File: src/wb_defs.svh
// --------------------
// Writeback stage widths
// Result word, register index, buffer depth and
// the pointer width shared by both result buffers
// --------------------

`ifndef WB_DEFS_SVH
`define WB_DEFS_SVH

// Result payload
`define WB_DATA_W     32
`define WB_REG_W      5

// Buffer geometry, depth need not be a power of two
`define WB_BUF_DEPTH  31
`define WB_PTR_W      5               // Must hold WB_BUF_DEPTH itself

// Values loaded at reset
`define WB_PTR_RST    {`WB_PTR_W{1'b0}}
`define WB_TURN_RST   1'b0            // 0 gives the load buffer the first turn

`endif

File: src/wb_pkg.sv
// --------------------
// Writeback package
// Buffer entry layout and speculation states
// --------------------

`default_nettype none

`include "wb_defs.svh"

package wb_pkg;

    // One stored result, index in the upper bits
    typedef struct packed {
        logic [`WB_REG_W-1:0]  reg_sel;     // Destination register
        logic [`WB_DATA_W-1:0] wdat;        // Result word
    } wb_entry_t;

    // Branch speculation tracker
    typedef enum logic {
        IDLE = 1'b0,                        // No open branch
        SPEC = 1'b1                         // ALU results behind a branch
    } spec_state_t;

endpackage

`default_nettype wire

File: src/wb_buffers.sv
// --------------------
// Writeback result buffers
// Circular ALU buffer with write-pointer rollback
// and a plain circular load buffer, both drained
// in arrival order
// --------------------

`timescale 1ns/10ps
`default_nettype none

`include "wb_defs.svh"

module wb_buffers import wb_pkg::*; (
    input  logic                 CLK,
    input  logic                 nRST,
    // ALU side
    input  logic                 alu_push,
    input  logic                 alu_pop,
    input  wb_entry_t            alu_din,
    // Load side
    input  logic                 load_push,
    input  logic                 load_pop,
    input  wb_entry_t            load_din,
    // Rollback from the speculation tracker
    input  logic                 squash,
    input  logic [`WB_PTR_W-1:0] squash_wptr,
    input  logic [`WB_PTR_W-1:0] squash_drop,
    // Oldest entries and status
    output wb_entry_t            alu_head,
    output wb_entry_t            load_head,
    output logic                 alu_empty,
    output logic                 load_empty,
    output logic [`WB_PTR_W-1:0] alu_count,
    output logic [`WB_PTR_W-1:0] alu_wptr
);

    // Storage, no reset needed on the data
    wb_entry_t alu_mem  [`WB_BUF_DEPTH];
    wb_entry_t load_mem [`WB_BUF_DEPTH];

    logic [`WB_PTR_W-1:0] alu_rptr;
    logic [`WB_PTR_W-1:0] load_rptr;
    logic [`WB_PTR_W-1:0] load_wptr;
    logic [`WB_PTR_W-1:0] load_count;

    logic [`WB_PTR_W-1:0] alu_wbase;        // Write slot after any rollback
    logic [`WB_PTR_W-1:0] alu_cbase;        // Count after any rollback

    // Explicit wrap, depth is not a power of two
    function automatic logic [`WB_PTR_W-1:0] ptr_inc(input logic [`WB_PTR_W-1:0] p);
        if (p == `WB_PTR_W'(`WB_BUF_DEPTH - 1)) begin
            ptr_inc = '0;
        end else begin
            ptr_inc = p + 1'b1;
        end
    endfunction

    // Squash rewinds to the branch point before this cycle's push
    assign alu_wbase = squash ? squash_wptr : alu_wptr;
    assign alu_cbase = squash ? (alu_count - squash_drop) : alu_count;

    always_ff @(posedge CLK, negedge nRST) begin
        if (!nRST) begin
            alu_wptr   <= `WB_PTR_RST;
            alu_rptr   <= `WB_PTR_RST;
            alu_count  <= `WB_PTR_RST;
            load_wptr  <= `WB_PTR_RST;
            load_rptr  <= `WB_PTR_RST;
            load_count <= `WB_PTR_RST;
        end else begin
            // ALU pointers
            alu_wptr <= alu_push ? ptr_inc(alu_wbase) : alu_wbase;
            if (alu_pop) begin
                alu_rptr <= ptr_inc(alu_rptr);  // Only clean entries leave, never squashed ones
            end
            case ({alu_push, alu_pop})
                2'b10:   alu_count <= alu_cbase + 1'b1;
                2'b01:   alu_count <= alu_cbase - 1'b1;
                default: alu_count <= alu_cbase;    // Idle, or push and pop cancel
            endcase

            // Load pointers
            if (load_push) begin
                load_wptr <= ptr_inc(load_wptr);
            end
            if (load_pop) begin
                load_rptr <= ptr_inc(load_rptr);
            end
            case ({load_push, load_pop})
                2'b10:   load_count <= load_count + 1'b1;
                2'b01:   load_count <= load_count - 1'b1;
                default: load_count <= load_count;
            endcase
        end
    end

    // Entry writes
    always_ff @(posedge CLK) begin
        if (alu_push) begin
            alu_mem[alu_wbase] <= alu_din;          // Lands on the restored slot after a squash
        end
        if (load_push) begin
            load_mem[load_wptr] <= load_din;
        end
    end

    // Oldest entries, valid only when not empty
    assign alu_head  = alu_mem[alu_rptr];
    assign load_head = load_mem[load_rptr];

    assign alu_empty  = (alu_count == '0);
    assign load_empty = (load_count == '0);

endmodule

`default_nettype wire

File: src/wb_spec_ctrl.sv
// --------------------
// Speculation tracker
// Follows one open branch, keeps the ALU write
// pointer snapshot and counts clean and speculative
// ALU entries, requests rollback on a mispredict
// --------------------

`timescale 1ns/10ps
`default_nettype none

`include "wb_defs.svh"

module wb_spec_ctrl import wb_pkg::*; (
    input  logic                 CLK,
    input  logic                 nRST,
    // Branch unit
    input  logic                 branch_spec,        // Level
    input  logic                 branch_correct,     // Pulse
    input  logic                 branch_mispredict,  // Pulse
    // ALU buffer activity
    input  logic                 alu_push,
    input  logic                 alu_pop,
    input  logic [`WB_PTR_W-1:0] alu_count,
    input  logic [`WB_PTR_W-1:0] alu_wptr,
    // To the arbiter
    output logic                 spec_active,
    output logic                 alu_clean,
    // To the ALU buffer
    output logic                 squash,
    output logic [`WB_PTR_W-1:0] squash_wptr,
    output logic [`WB_PTR_W-1:0] squash_drop
);

    spec_state_t          state;
    logic                 prev_spec;          // branch_spec one cycle back
    logic [`WB_PTR_W-1:0] saved_wptr;         // First speculative slot
    logic [`WB_PTR_W-1:0] spec_cnt;           // ALU entries behind the branch
    logic [`WB_PTR_W-1:0] clean_cnt;          // Older ALU entries still buffered

    logic spec_open;
    logic resolve;

    // Rising edge of branch_spec opens speculation
    assign spec_open = (state == IDLE) && branch_spec && !prev_spec;
    assign resolve   = (state == SPEC) && (branch_correct || branch_mispredict);

    assign spec_active = spec_open || (state == SPEC);
    assign alu_clean   = (state == IDLE) || (clean_cnt != '0);  // Opening cycle still all clean

    // Rollback request, applied by the buffer on this edge
    assign squash      = (state == SPEC) && branch_mispredict;
    assign squash_wptr = saved_wptr;
    assign squash_drop = spec_cnt;

    always_ff @(posedge CLK, negedge nRST) begin
        if (!nRST) begin
            state      <= IDLE;
            prev_spec  <= 1'b0;
            saved_wptr <= `WB_PTR_RST;
            spec_cnt   <= `WB_PTR_RST;
            clean_cnt  <= `WB_PTR_RST;
        end else begin
            prev_spec <= branch_spec;
            if (spec_open) begin
                state      <= SPEC;
                saved_wptr <= alu_wptr;                           // A push now is speculative
                spec_cnt   <= alu_push ? `WB_PTR_W'(1) : '0;
                clean_cnt  <= alu_pop ? (alu_count - 1'b1) : alu_count;
            end else if (resolve) begin
                // Either outcome ends speculation; a push here is ordinary
                state     <= IDLE;
                spec_cnt  <= '0;
                clean_cnt <= '0;
            end else if (state == SPEC) begin
                if (alu_push) begin
                    spec_cnt <= spec_cnt + 1'b1;
                end
                if (alu_pop) begin
                    clean_cnt <= clean_cnt - 1'b1;    // Arbiter pops only while above zero
                end
            end
        end
    end

endmodule

`default_nettype wire

File: src/wb_arbiter.sv
// --------------------
// Writeback port arbiter
// Picks the result for the register-file port each
// cycle, bypasses when possible, otherwise buffers
// and drains the two buffers in turn
// --------------------

`timescale 1ns/10ps
`default_nettype none

`include "wb_defs.svh"

module wb_arbiter import wb_pkg::*; (
    input  logic                  CLK,
    input  logic                  nRST,
    // Producers
    input  logic                  alu_done,
    input  logic [`WB_REG_W-1:0]  alu_reg_sel,
    input  logic [`WB_DATA_W-1:0] alu_wdat,
    input  logic                  load_done,
    input  logic [`WB_REG_W-1:0]  load_reg_sel,
    input  logic [`WB_DATA_W-1:0] load_wdat,
    input  logic                  jump_done,
    input  logic [`WB_REG_W-1:0]  jump_reg_sel,
    input  logic [`WB_DATA_W-1:0] jump_wdat,
    // Buffer state
    input  wb_entry_t             alu_head,
    input  wb_entry_t             load_head,
    input  logic                  alu_empty,
    input  logic                  load_empty,
    // Speculation tracker
    input  logic                  spec_active,
    input  logic                  alu_clean,
    // Register-file write port
    output logic                  wb_reg_en,
    output logic [`WB_REG_W-1:0]  wb_reg_sel,
    output logic [`WB_DATA_W-1:0] wb_wdat,
    // Buffer control
    output logic                  alu_push,
    output logic                  load_push,
    output logic                  alu_pop,
    output logic                  load_pop
);

    logic      alu_turn;       // 1 when the ALU buffer wins the next tie
    logic      turn_flip;
    logic      both_empty;
    logic      alu_can;        // ALU buffer may drain this cycle
    logic      load_can;
    wb_entry_t wb_out;

    assign both_empty = alu_empty && load_empty;
    assign alu_can    = !alu_empty && alu_clean;   // Speculative entries stay put
    assign load_can   = !load_empty;

    always_comb begin
        wb_reg_en = 1'b0;
        wb_out    = '0;
        alu_push  = 1'b0;
        load_push = 1'b0;
        alu_pop   = 1'b0;
        load_pop  = 1'b0;
        turn_flip = 1'b0;

        if (jump_done) begin
            // Jump owns the port, everything else waits in the buffers
            wb_reg_en = 1'b1;
            wb_out    = {jump_reg_sel, jump_wdat};
            alu_push  = alu_done;
            load_push = load_done;
        end else if (both_empty && load_done) begin
            wb_reg_en = 1'b1;                          // Load bypass
            wb_out    = {load_reg_sel, load_wdat};
            alu_push  = alu_done;
        end else if (both_empty && alu_done && !spec_active) begin
            wb_reg_en = 1'b1;                          // ALU bypass
            wb_out    = {alu_reg_sel, alu_wdat};
        end else begin
            // New results queue behind older ones
            alu_push  = alu_done;
            load_push = load_done;
            if (alu_can && load_can) begin
                turn_flip = 1'b1;
                if (alu_turn) begin
                    alu_pop = 1'b1;
                    wb_out  = alu_head;
                end else begin
                    load_pop = 1'b1;
                    wb_out   = load_head;
                end
                wb_reg_en = 1'b1;
            end else if (alu_can) begin
                alu_pop   = 1'b1;
                wb_reg_en = 1'b1;
                wb_out    = alu_head;
            end else if (load_can) begin
                load_pop  = 1'b1;
                wb_reg_en = 1'b1;
                wb_out    = load_head;
            end
        end
    end

    assign wb_reg_sel = wb_out.reg_sel;
    assign wb_wdat    = wb_out.wdat;

    // Turn bit, only moves when both buffers competed
    always_ff @(posedge CLK, negedge nRST) begin
        if (!nRST) begin
            alu_turn <= `WB_TURN_RST;
        end else if (turn_flip) begin
            alu_turn <= !alu_turn;
        end
    end

endmodule

`default_nettype wire

File: src/writeback.sv
// --------------------
// Writeback stage top
// Arbiter, result buffers and speculation tracker
// behind the register-file write port
// --------------------

`timescale 1ns/10ps
`default_nettype none

`include "wb_defs.svh"

module writeback import wb_pkg::*; (
    input  logic                  CLK,
    input  logic                  nRST,
    // ALU result
    input  logic                  alu_done,
    input  logic [`WB_REG_W-1:0]  alu_reg_sel,
    input  logic [`WB_DATA_W-1:0] alu_wdat,
    // Load result
    input  logic                  load_done,
    input  logic [`WB_REG_W-1:0]  load_reg_sel,
    input  logic [`WB_DATA_W-1:0] load_wdat,
    // Jump result
    input  logic                  jump_done,
    input  logic [`WB_REG_W-1:0]  jump_reg_sel,
    input  logic [`WB_DATA_W-1:0] jump_wdat,
    // Branch unit
    input  logic                  branch_spec,
    input  logic                  branch_correct,
    input  logic                  branch_mispredict,
    // Register-file write port
    output logic                  wb_reg_en,
    output logic [`WB_REG_W-1:0]  wb_reg_sel,
    output logic [`WB_DATA_W-1:0] wb_wdat
);

    // Arbiter to buffers
    logic                 alu_push;
    logic                 load_push;
    logic                 alu_pop;
    logic                 load_pop;

    // Buffer status
    wb_entry_t            alu_head;
    wb_entry_t            load_head;
    logic                 alu_empty;
    logic                 load_empty;
    logic [`WB_PTR_W-1:0] alu_count;
    logic [`WB_PTR_W-1:0] alu_wptr;

    // Speculation tracker outputs
    logic                 spec_active;
    logic                 alu_clean;
    logic                 squash;
    logic [`WB_PTR_W-1:0] squash_wptr;
    logic [`WB_PTR_W-1:0] squash_drop;

    wb_arbiter u_arbiter (
        .CLK          (CLK),
        .nRST         (nRST),
        .alu_done     (alu_done),
        .alu_reg_sel  (alu_reg_sel),
        .alu_wdat     (alu_wdat),
        .load_done    (load_done),
        .load_reg_sel (load_reg_sel),
        .load_wdat    (load_wdat),
        .jump_done    (jump_done),
        .jump_reg_sel (jump_reg_sel),
        .jump_wdat    (jump_wdat),
        .alu_head     (alu_head),
        .load_head    (load_head),
        .alu_empty    (alu_empty),
        .load_empty   (load_empty),
        .spec_active  (spec_active),
        .alu_clean    (alu_clean),
        .wb_reg_en    (wb_reg_en),
        .wb_reg_sel   (wb_reg_sel),
        .wb_wdat      (wb_wdat),
        .alu_push     (alu_push),
        .load_push    (load_push),
        .alu_pop      (alu_pop),
        .load_pop     (load_pop)
    );

    // Entries are packed index first, matching wb_entry_t
    wb_buffers u_buffers (
        .CLK         (CLK),
        .nRST        (nRST),
        .alu_push    (alu_push),
        .alu_pop     (alu_pop),
        .alu_din     ({alu_reg_sel, alu_wdat}),
        .load_push   (load_push),
        .load_pop    (load_pop),
        .load_din    ({load_reg_sel, load_wdat}),
        .squash      (squash),
        .squash_wptr (squash_wptr),
        .squash_drop (squash_drop),
        .alu_head    (alu_head),
        .load_head   (load_head),
        .alu_empty   (alu_empty),
        .load_empty  (load_empty),
        .alu_count   (alu_count),
        .alu_wptr    (alu_wptr)
    );

    wb_spec_ctrl u_spec_ctrl (
        .CLK               (CLK),
        .nRST              (nRST),
        .branch_spec       (branch_spec),
        .branch_correct    (branch_correct),
        .branch_mispredict (branch_mispredict),
        .alu_push          (alu_push),
        .alu_pop           (alu_pop),
        .alu_count         (alu_count),
        .alu_wptr          (alu_wptr),
        .spec_active       (spec_active),
        .alu_clean         (alu_clean),
        .squash            (squash),
        .squash_wptr       (squash_wptr),
        .squash_drop       (squash_drop)
    );

endmodule

`default_nettype wire

File: config.mk
export PLATFORM = sky130hd
export DESIGN_NAME = writeback
export DESIGN_NICKNAME = d
export VERILOG_FILES = /design/src/wb_pkg.sv /design/src/wb_buffers.sv /design/src/wb_spec_ctrl.sv /design/src/wb_arbiter.sv /design/src/writeback.sv
export VERILOG_INCLUDE_DIRS = /design/src
export SDC_FILE = /design/constraint.sdc
export NUM_CORES = 2
export LEC_CHECK = 0
export BUFFER_PORTS_ARGS = -buffer_cell sky130_fd_sc_hd__buf_2
export CORE_MARGIN = 2
export CORE_UTILIZATION = 30
export CTS_CLUSTER_SIZE = 30
export DETAILED_ROUTE_END_ITERATION = 8
export PLACE_DENSITY = 0.46
export SETUP_SLACK_MARGIN = 0.02
export SLEW_MARGIN = 20
export SYNTH_ARGS = -nofsm -noshare
export SYNTH_HDL_FRONTEND = slang
export SYNTH_SLANG_ARGS = --single-unit
File: constraint.sdc
create_clock -name CLK -period 12.4 [get_ports CLK]
set_input_delay 1.86 -clock CLK [delete_from_list [all_inputs] [get_ports CLK]]
set_output_delay 1.86 -clock CLK [all_outputs]
set_load 0.02 [all_outputs]
-- After elaboration in Yosys (flattened, before gate mapping)
Memory sizes are Yosys's and may differ from the RTL's.
Index checks and enable logic that the tools add are counted.
- register bits: 48
- RAM bits: 2294
- output and inout port bits: 38
- logic and storage cells: 123
- memories: 2
- add/sub/neg operators: 12
- equality and inequality tests: 8
- multiplexer cells: 60
- bitwise logic cells: 1
- reduce and logical (&&, ||, !) cells: 28
- memory list (memory ; words ; width ; rd ports ; clocked after memory_dff ; write ports ; RTL line ; text):
    u_buffers.alu_mem ; 31 ; 37 ; 1 ; 0 ; 1 ; wb_buffers.sv:38 ; wb_entry_t alu_mem [`WB_BUF_DEPTH];
    u_buffers.load_mem ; 31 ; 37 ; 1 ; 0 ; 1 ; wb_buffers.sv:39 ; wb_entry_t load_mem [`WB_BUF_DEPTH];
- operators with widths (operator ; number):
    37-bit 2-to-1 mux ; 7
    5-bit 2-to-1 mux ; 16
    5-bit by 1-bit adder with 5-bit output, second input constant ; 7
    1-bit 2-to-1 mux ; 35
    5-bit equality test, second input constant ; 4
    5-bit case mux with 2 select lines ; 2
    5-bit by 1-bit subtractor with 5-bit output, second input constant ; 4
    1-bit logical AND ; 10
    5-bit logical NOT ; 2
    3-bit nonzero test ; 3
    1-bit logical NOT ; 5
    5-bit nonzero test ; 1
    5-bit subtractor ; 1
    2-bit by 1-bit equality test with 1-bit output, second input constant ; 2
    2-bit equality test, second input constant ; 2
    2-bit AND reduction ; 2
    2-bit nonzero test ; 2
    1-bit logical OR ; 3
    1-bit inverter ; 1

-- Longest topological paths before layout
- word-level depth: 13
- gate-level depth with buffers: 16
- depth with buffers taken out: 15

-- Modules after synthesis
A second synthesis with hierarchy kept.
- cell total of the unflattened synthesis: 4899
- area, all modules: 93712.4 um^2
- modules (own cells, without submodules) (module ; instances ; cells each ; area an instance (um^2) ; sequential area each (um^2)):
    wb_buffers ; 1 ; 4433 ; 90281.6 ; 69636.8
    wb_arbiter ; 1 ; 365 ; 2504.9 ; 25.0
    wb_spec_ctrl ; 1 ; 101 ; 925.9 ; 425.4

-- Least setup slack after synthesis
Ideal clock, no wire load.
- path kind: input to register
- start point: input port branch_mispredict
- end point: memory u_buffers.alu_mem[23][0] (netlist bit), enable pin
- arrival time: 6639 ps
- setup slack: 5237 ps
- cell stages on the path: 7
- path through: nand2_1 clkbuf_1 mux2i_1 inv_1 ha_1 nand2_1 nor4_1
- longest elaborated chain between the ends: 2
- RTL lines (what ; RTL line ; text):
    start, declared ; writeback.sv:30 ; input logic branch_mispredict,
    1-bit logical AND ; wb_spec_ctrl.sv:51 ; assign squash = (state == SPEC) && branch_mispredict;
    5-bit 2-to-1 mux ; wb_buffers.sv:59 ; assign alu_wbase = squash ? squash_wptr : alu_wptr;
    end, declared ; wb_buffers.sv:38 ;
Every way passes these cells.

-- Worst setup path in the final report
- start point: register u_buffers.alu_rptr[1]
- end point: output port wb_wdat[19]
- longest elaborated chain between the ends: 6
- elaborated cells on any way between the ends: 7
- RTL lines (what ; RTL line ; text):
    start, declared ; wb_buffers.sv:41 ; logic [`WB_PTR_W-1:0] alu_rptr;
    start signal, assigned ; wb_buffers.sv:65 ; alu_rptr <= `WB_PTR_RST;
    start signal, assigned ; wb_buffers.sv:74 ; alu_rptr <= ptr_inc(alu_rptr);
    memory read 31 x 37 bit (*) ; -- ;
    37-bit 2-to-1 mux, on equally long branches ; wb_arbiter.sv:92, wb_arbiter.sv:84 ;
    37-bit 2-to-1 mux (*) ; wb_arbiter.sv:82 ; if (alu_can && load_can) begin
    37-bit 2-to-1 mux (*) ; wb_arbiter.sv:75 ; end else if (both_empty && alu_done && !spec_active) begin
    37-bit 2-to-1 mux (*) ; wb_arbiter.sv:71 ; end else if (both_empty && load_done) begin
    37-bit 2-to-1 mux (*) ; wb_arbiter.sv:65 ; if (jump_done) begin
    end, declared ; writeback.sv:34 ; output logic [`WB_DATA_W-1:0] wb_wdat
Every way passes the cells marked *; elsewhere a longest branch is shown, timed or not.

==> results.md <==
- Status: finished clean
- Final Non-Filler Cells: 9,194
- Largest net degree at the start of global routing: 107
- Seq/Total Area, Yosys: 0.7626
- VDD IR max: 0.1750 mV
- Pwr per Cell Area: 227.1 mW/mm2
- Number of flops mapped to enable cells by yosys: 2,294
- CTS buffer count: 267
- GRT Total Usage: 0.1818
- Post-synth ARST share: 0.02050
- Initial antenna violation count: 38
- Clock latency on the worst-skew pair: 0.86 ns
- Measured slew at the worst slew-check pin: 1.184 ns
- LEAKAGE: 33.43 nW
- Hold buffer count at CTS: 0
- Vias: 47,620
- RD Place Congestion: 0.8146
- Post-DP HPWL: 169,800 um
- Clock skew: 0.05445 ns
- Synth Instances: 4,553
- DR DRC count: 0
- CP cell instances: buf_4 > buf_4 > mux4_2 > mux4_2 > o2111ai_1 > o2111ai_1 > buf_2
- Buf/Inv on CP: 3
- Resized Gates After CTS: 0
- Max incr delay on CP: 0.98 ns
- WL per Instance: 31.19 um
- Postcts setup bufs: 0
- Initial Util: 0.3010
- Reg-to-reg startpoint: u_buffers.alu_count[1]$_DFF_PN0_
- Cell Rows: 203
- FF+latch count, synth: 2,342
- Critical Setup Path Class: register to primary output
- Cells after DPL: 8,717
- Cell chosen for the clock root: clkbuf_16
- TritonRoute pass-1 iters: 5
- DIE AREA: 0.3108 mm2
- Crit path launch: u_buffers.alu_rptr[1]$_DFFE_PN0N_
- Synthesis Warnings: 0
- Fmax: 0.1324 GHz
- Count of pins over their slew limit: 0
- Crit-path max FO: 49
- Die height: 557.5 um
- Vias in the first global route: 48,440
- Critical path data required time: 10.54 ns
- Post-Syn Nets: 4,703
- Arrival time at the worst endpoint: 5.69 ns
- Hold path endpoint: u_spec_ctrl.squash_wptr[0]$_DFFE_PN0P_
- Worst-path clk slew: 0.07 ns
- Final wirelength: 286,700 um
- RR Endpoint: u_buffers.load_mem[0][31]$_DFFE_PP_
- Slew margin rel.: 0.2025
- Initial DRC Count: 4,940
- Worst r2r path cells: 8
- Critical path capture point type: primary output
- Hold Path Class: register to register
- Period utilization: 0.6090
- Area Overhead vs Synth: 16.16%
- Die span in x: 557.5 um
- Synthesized area per cell: 20.19 um2
- Hold path depth: 2
- RSZ-0062 raised after global routing: false
- Share of layout cells above drive strength 1: 0.2570
- R2r setup slk: 7.85 ns
- Total core area: 0.3053 mm2
- Min-delay src: u_buffers.alu_wptr[0]$_DFF_PN0_
- Vias per cell: 5.179
- Main synth FF type: edfxtp_1
- Final setup vio count: 0
- Final ANT Viol Nets: 0
- Minimum clock period: 7.552 ns
- Crit path max-delay family: buffers and inverters
- Max-Cap Viols: 0
- CTS HTree Levels: 5
- Max clock buf depth: 4
- GR Overflow Total: 0
- Setup TNS: 0 ns
- Library cells used by synthesis: 77
- Io pins: 157
- First-pass GRT wire length: 396,100 um
- Final hold violation count: 0
- Input/output buffers: 156
- Critical-path top delay cell: dfrtp_4
- Final nets: 5,036
- CP Launch Type: register
- Post-synthesis cell area: 0.09190 mm2
- Clk sinks: 2,342
- Fillers: 28,700
- TritonCTS clock tree: done
==> cells in the final DEF, fill, tap and decap left out, types with 26 or more instances in the layout <==
cell / instances
nand2_1: 216
ha_1: 29
buf_4: 155
o22ai_1: 54
clkinv_2: 34
a21oi_1: 96
clkinv_1: 50
buf_2: 155
clkbuf_1: 75
clkbuf_16: 281
nor2_4: 60
nand4_1: 26
o21ai_0: 80
nor2_1: 60
a221oi_1: 33
dfrtp_1: 40
edfxtp_1: 2294
mux2_2: 67
mux4_2: 470
a22oi_1: 105
mux2i_1: 193
nand3_1: 65
inv_1: 30
==> sequential cells by signal (all words and copies together), names as in the netlist <==
signal and flops:
u_buffers.alu_mem 1147, u_spec_ctrl.squash_drop 5, u_buffers.load_count 5, u_buffers.alu_wptr 5, u_buffers.load_wptr 5, u_spec_ctrl.clean_cnt 5
u_buffers.load_rptr 5, u_buffers.alu_count 5, u_buffers.load_mem 1147, u_buffers.alu_rptr 5, u_spec_ctrl.prev_spec 1, u_spec_ctrl.squash_wptr 5
u_arbiter.alu_turn 1, u_spec_ctrl.state 1
==> synthesized netlist by cell type, types with 8 or more instances <==
master / count / area, um2
nor3_1: 15 / 75.07
o21ai_0: 89 / 445.4
xor2_1: 9 / 78.83
clkbuf_1: 124 / 465.5
o211ai_1: 24 / 180.2
a221oi_1: 39 / 341.6
nand4_1: 26 / 162.7
nand3_1: 65 / 325.3
o22ai_1: 54 / 337.8
and3_1: 15 / 93.84
mux4_2: 470 / 10590
buf_1: 23 / 86.33
a31oi_1: 17 / 106.4
a21o_1: 14 / 105.1
nand2_1: 216 / 810.8
o211a_1: 9 / 90.09
a22oi_1: 105 / 788.3
a211oi_1: 21 / 157.7
o21ai_1: 17 / 85.08
ha_1: 29 / 362.9
o32ai_1: 14 / 122.6
buf_4: 26 / 195.2
inv_1: 31 / 116.4
mux2i_1: 193 / 1932
mux2_2: 67 / 754.5
and2_1: 10 / 62.56
buf_2: 73 / 365.4
nor2_1: 125 / 469.2
edfxtp_1: 2294 / 68890
dfrtp_1: 48 / 1201
nor2b_1: 12 / 75.07
nand2b_1: 8 / 50.05
or3_1: 17 / 106.4
o2111ai_1: 22 / 192.7
o221ai_1: 22 / 192.7
a21oi_1: 96 / 480.5
a22o_1: 14 / 122.6
xnor2_1: 13 / 113.9
==> cell type report <==
class | count | area (um2) | share of cell area
antenna | 9 | 22.52 | 0.0002110
clock buffer | 358 | 7341 | 0.06876
clock inverter | 110 | 923.4 | 0.008649
inverter | 37 | 138.9 | 0.001301
multi-input combinational | 1923 | 21050 | 0.1972
sequential | 2342 | 70110 | 0.6567
tap | 4100 | 5130 | 0.04805
timing repair buffer | 315 | 2039 | 0.01910
==> cell families (layout without fill, tap and decap cells) <==
| kind of cell | count (synthesis) | in the layout | synth area share |
|---|---|---|---|
| xor gates and xnor gates | 22 | 22 | 0.002097 |
| other | 0 | 9 | 0 |
| muxes | 730 | 730 | 0.1444 |
| adders and majority gates | 31 | 31 | 0.004384 |
| DFF | 2342 | 2342 | 0.7626 |
| and+or+nand+nor | 541 | 541 | 0.02762 |
| AOI/OAI and AO/OA | 599 | 599 | 0.04465 |
| buffers and inverters | 288 | 820 | 0.01423 |
==> metal layers <==
layer,vias to the layer above,share of wire,global-route usage
li1,19690,-,-
met1,26010,0.43,0.2490
met2,1515,0.48,0.2967
met3,400,0.057,0.02788
met4,4,0.033,0.05764
met5,-,0.000056,0
==> worst max-delay path by stage <==
stage	slack [ns]	to	cells past startpoint
3_3_place_gp	5.54	wb_wdat[30]	8
3_5_place_dp	5.57	wb_wdat[30]	8
6_report	4.85	wb_wdat[19]	7
2_1_floorplan	5.24	u_buffers.alu_mem[23][0]$_DFFE_PP_	7
5_1_grt	4.59	wb_wdat[17]	8
4_1_cts	4.72	wb_wdat[19]	7
==> report_power, final <==
part	switching [mW]	total (mW)	leakage [nW]	internal (mW)
sequential	0.370	9.61	21.3	9.24
combinational	4.44	7.05	8.15	2.61
clock	3.14	7.59	4.03	4.45
==> worst min-delay path: cells and delay by family (launching register included) <==
family / cells / cell delay, ns
and+or+nand+nor: 2 / 0.10
DFF: 1 / 0.35
==> per-stage QoR <==
| step | worst slack [ns] | hold WS [ns] | utilization | area [um2] | total power [mW] |
|---|---|---|---|---|---|
| after floorplan | 5.237 | 0.4385 | - | 91900 | 13.97 |
| after global placement | 5.543 | 0.4421 | 0.3224 | 98430 | 16.92 |
| after detailed placement | 5.565 | 0.4667 | 0.3225 | 98470 | 16.93 |
| after CTS | 4.724 | 0.4639 | 0.3496 | 106700 | 24.55 |
| after global routing | 4.587 | 0.4864 | 0.3496 | 106700 | 25.20 |
| final | 4.848 | 0.4604 | 0.3497 | 106800 | 24.25 |
(Power assumes the default switching activity.)
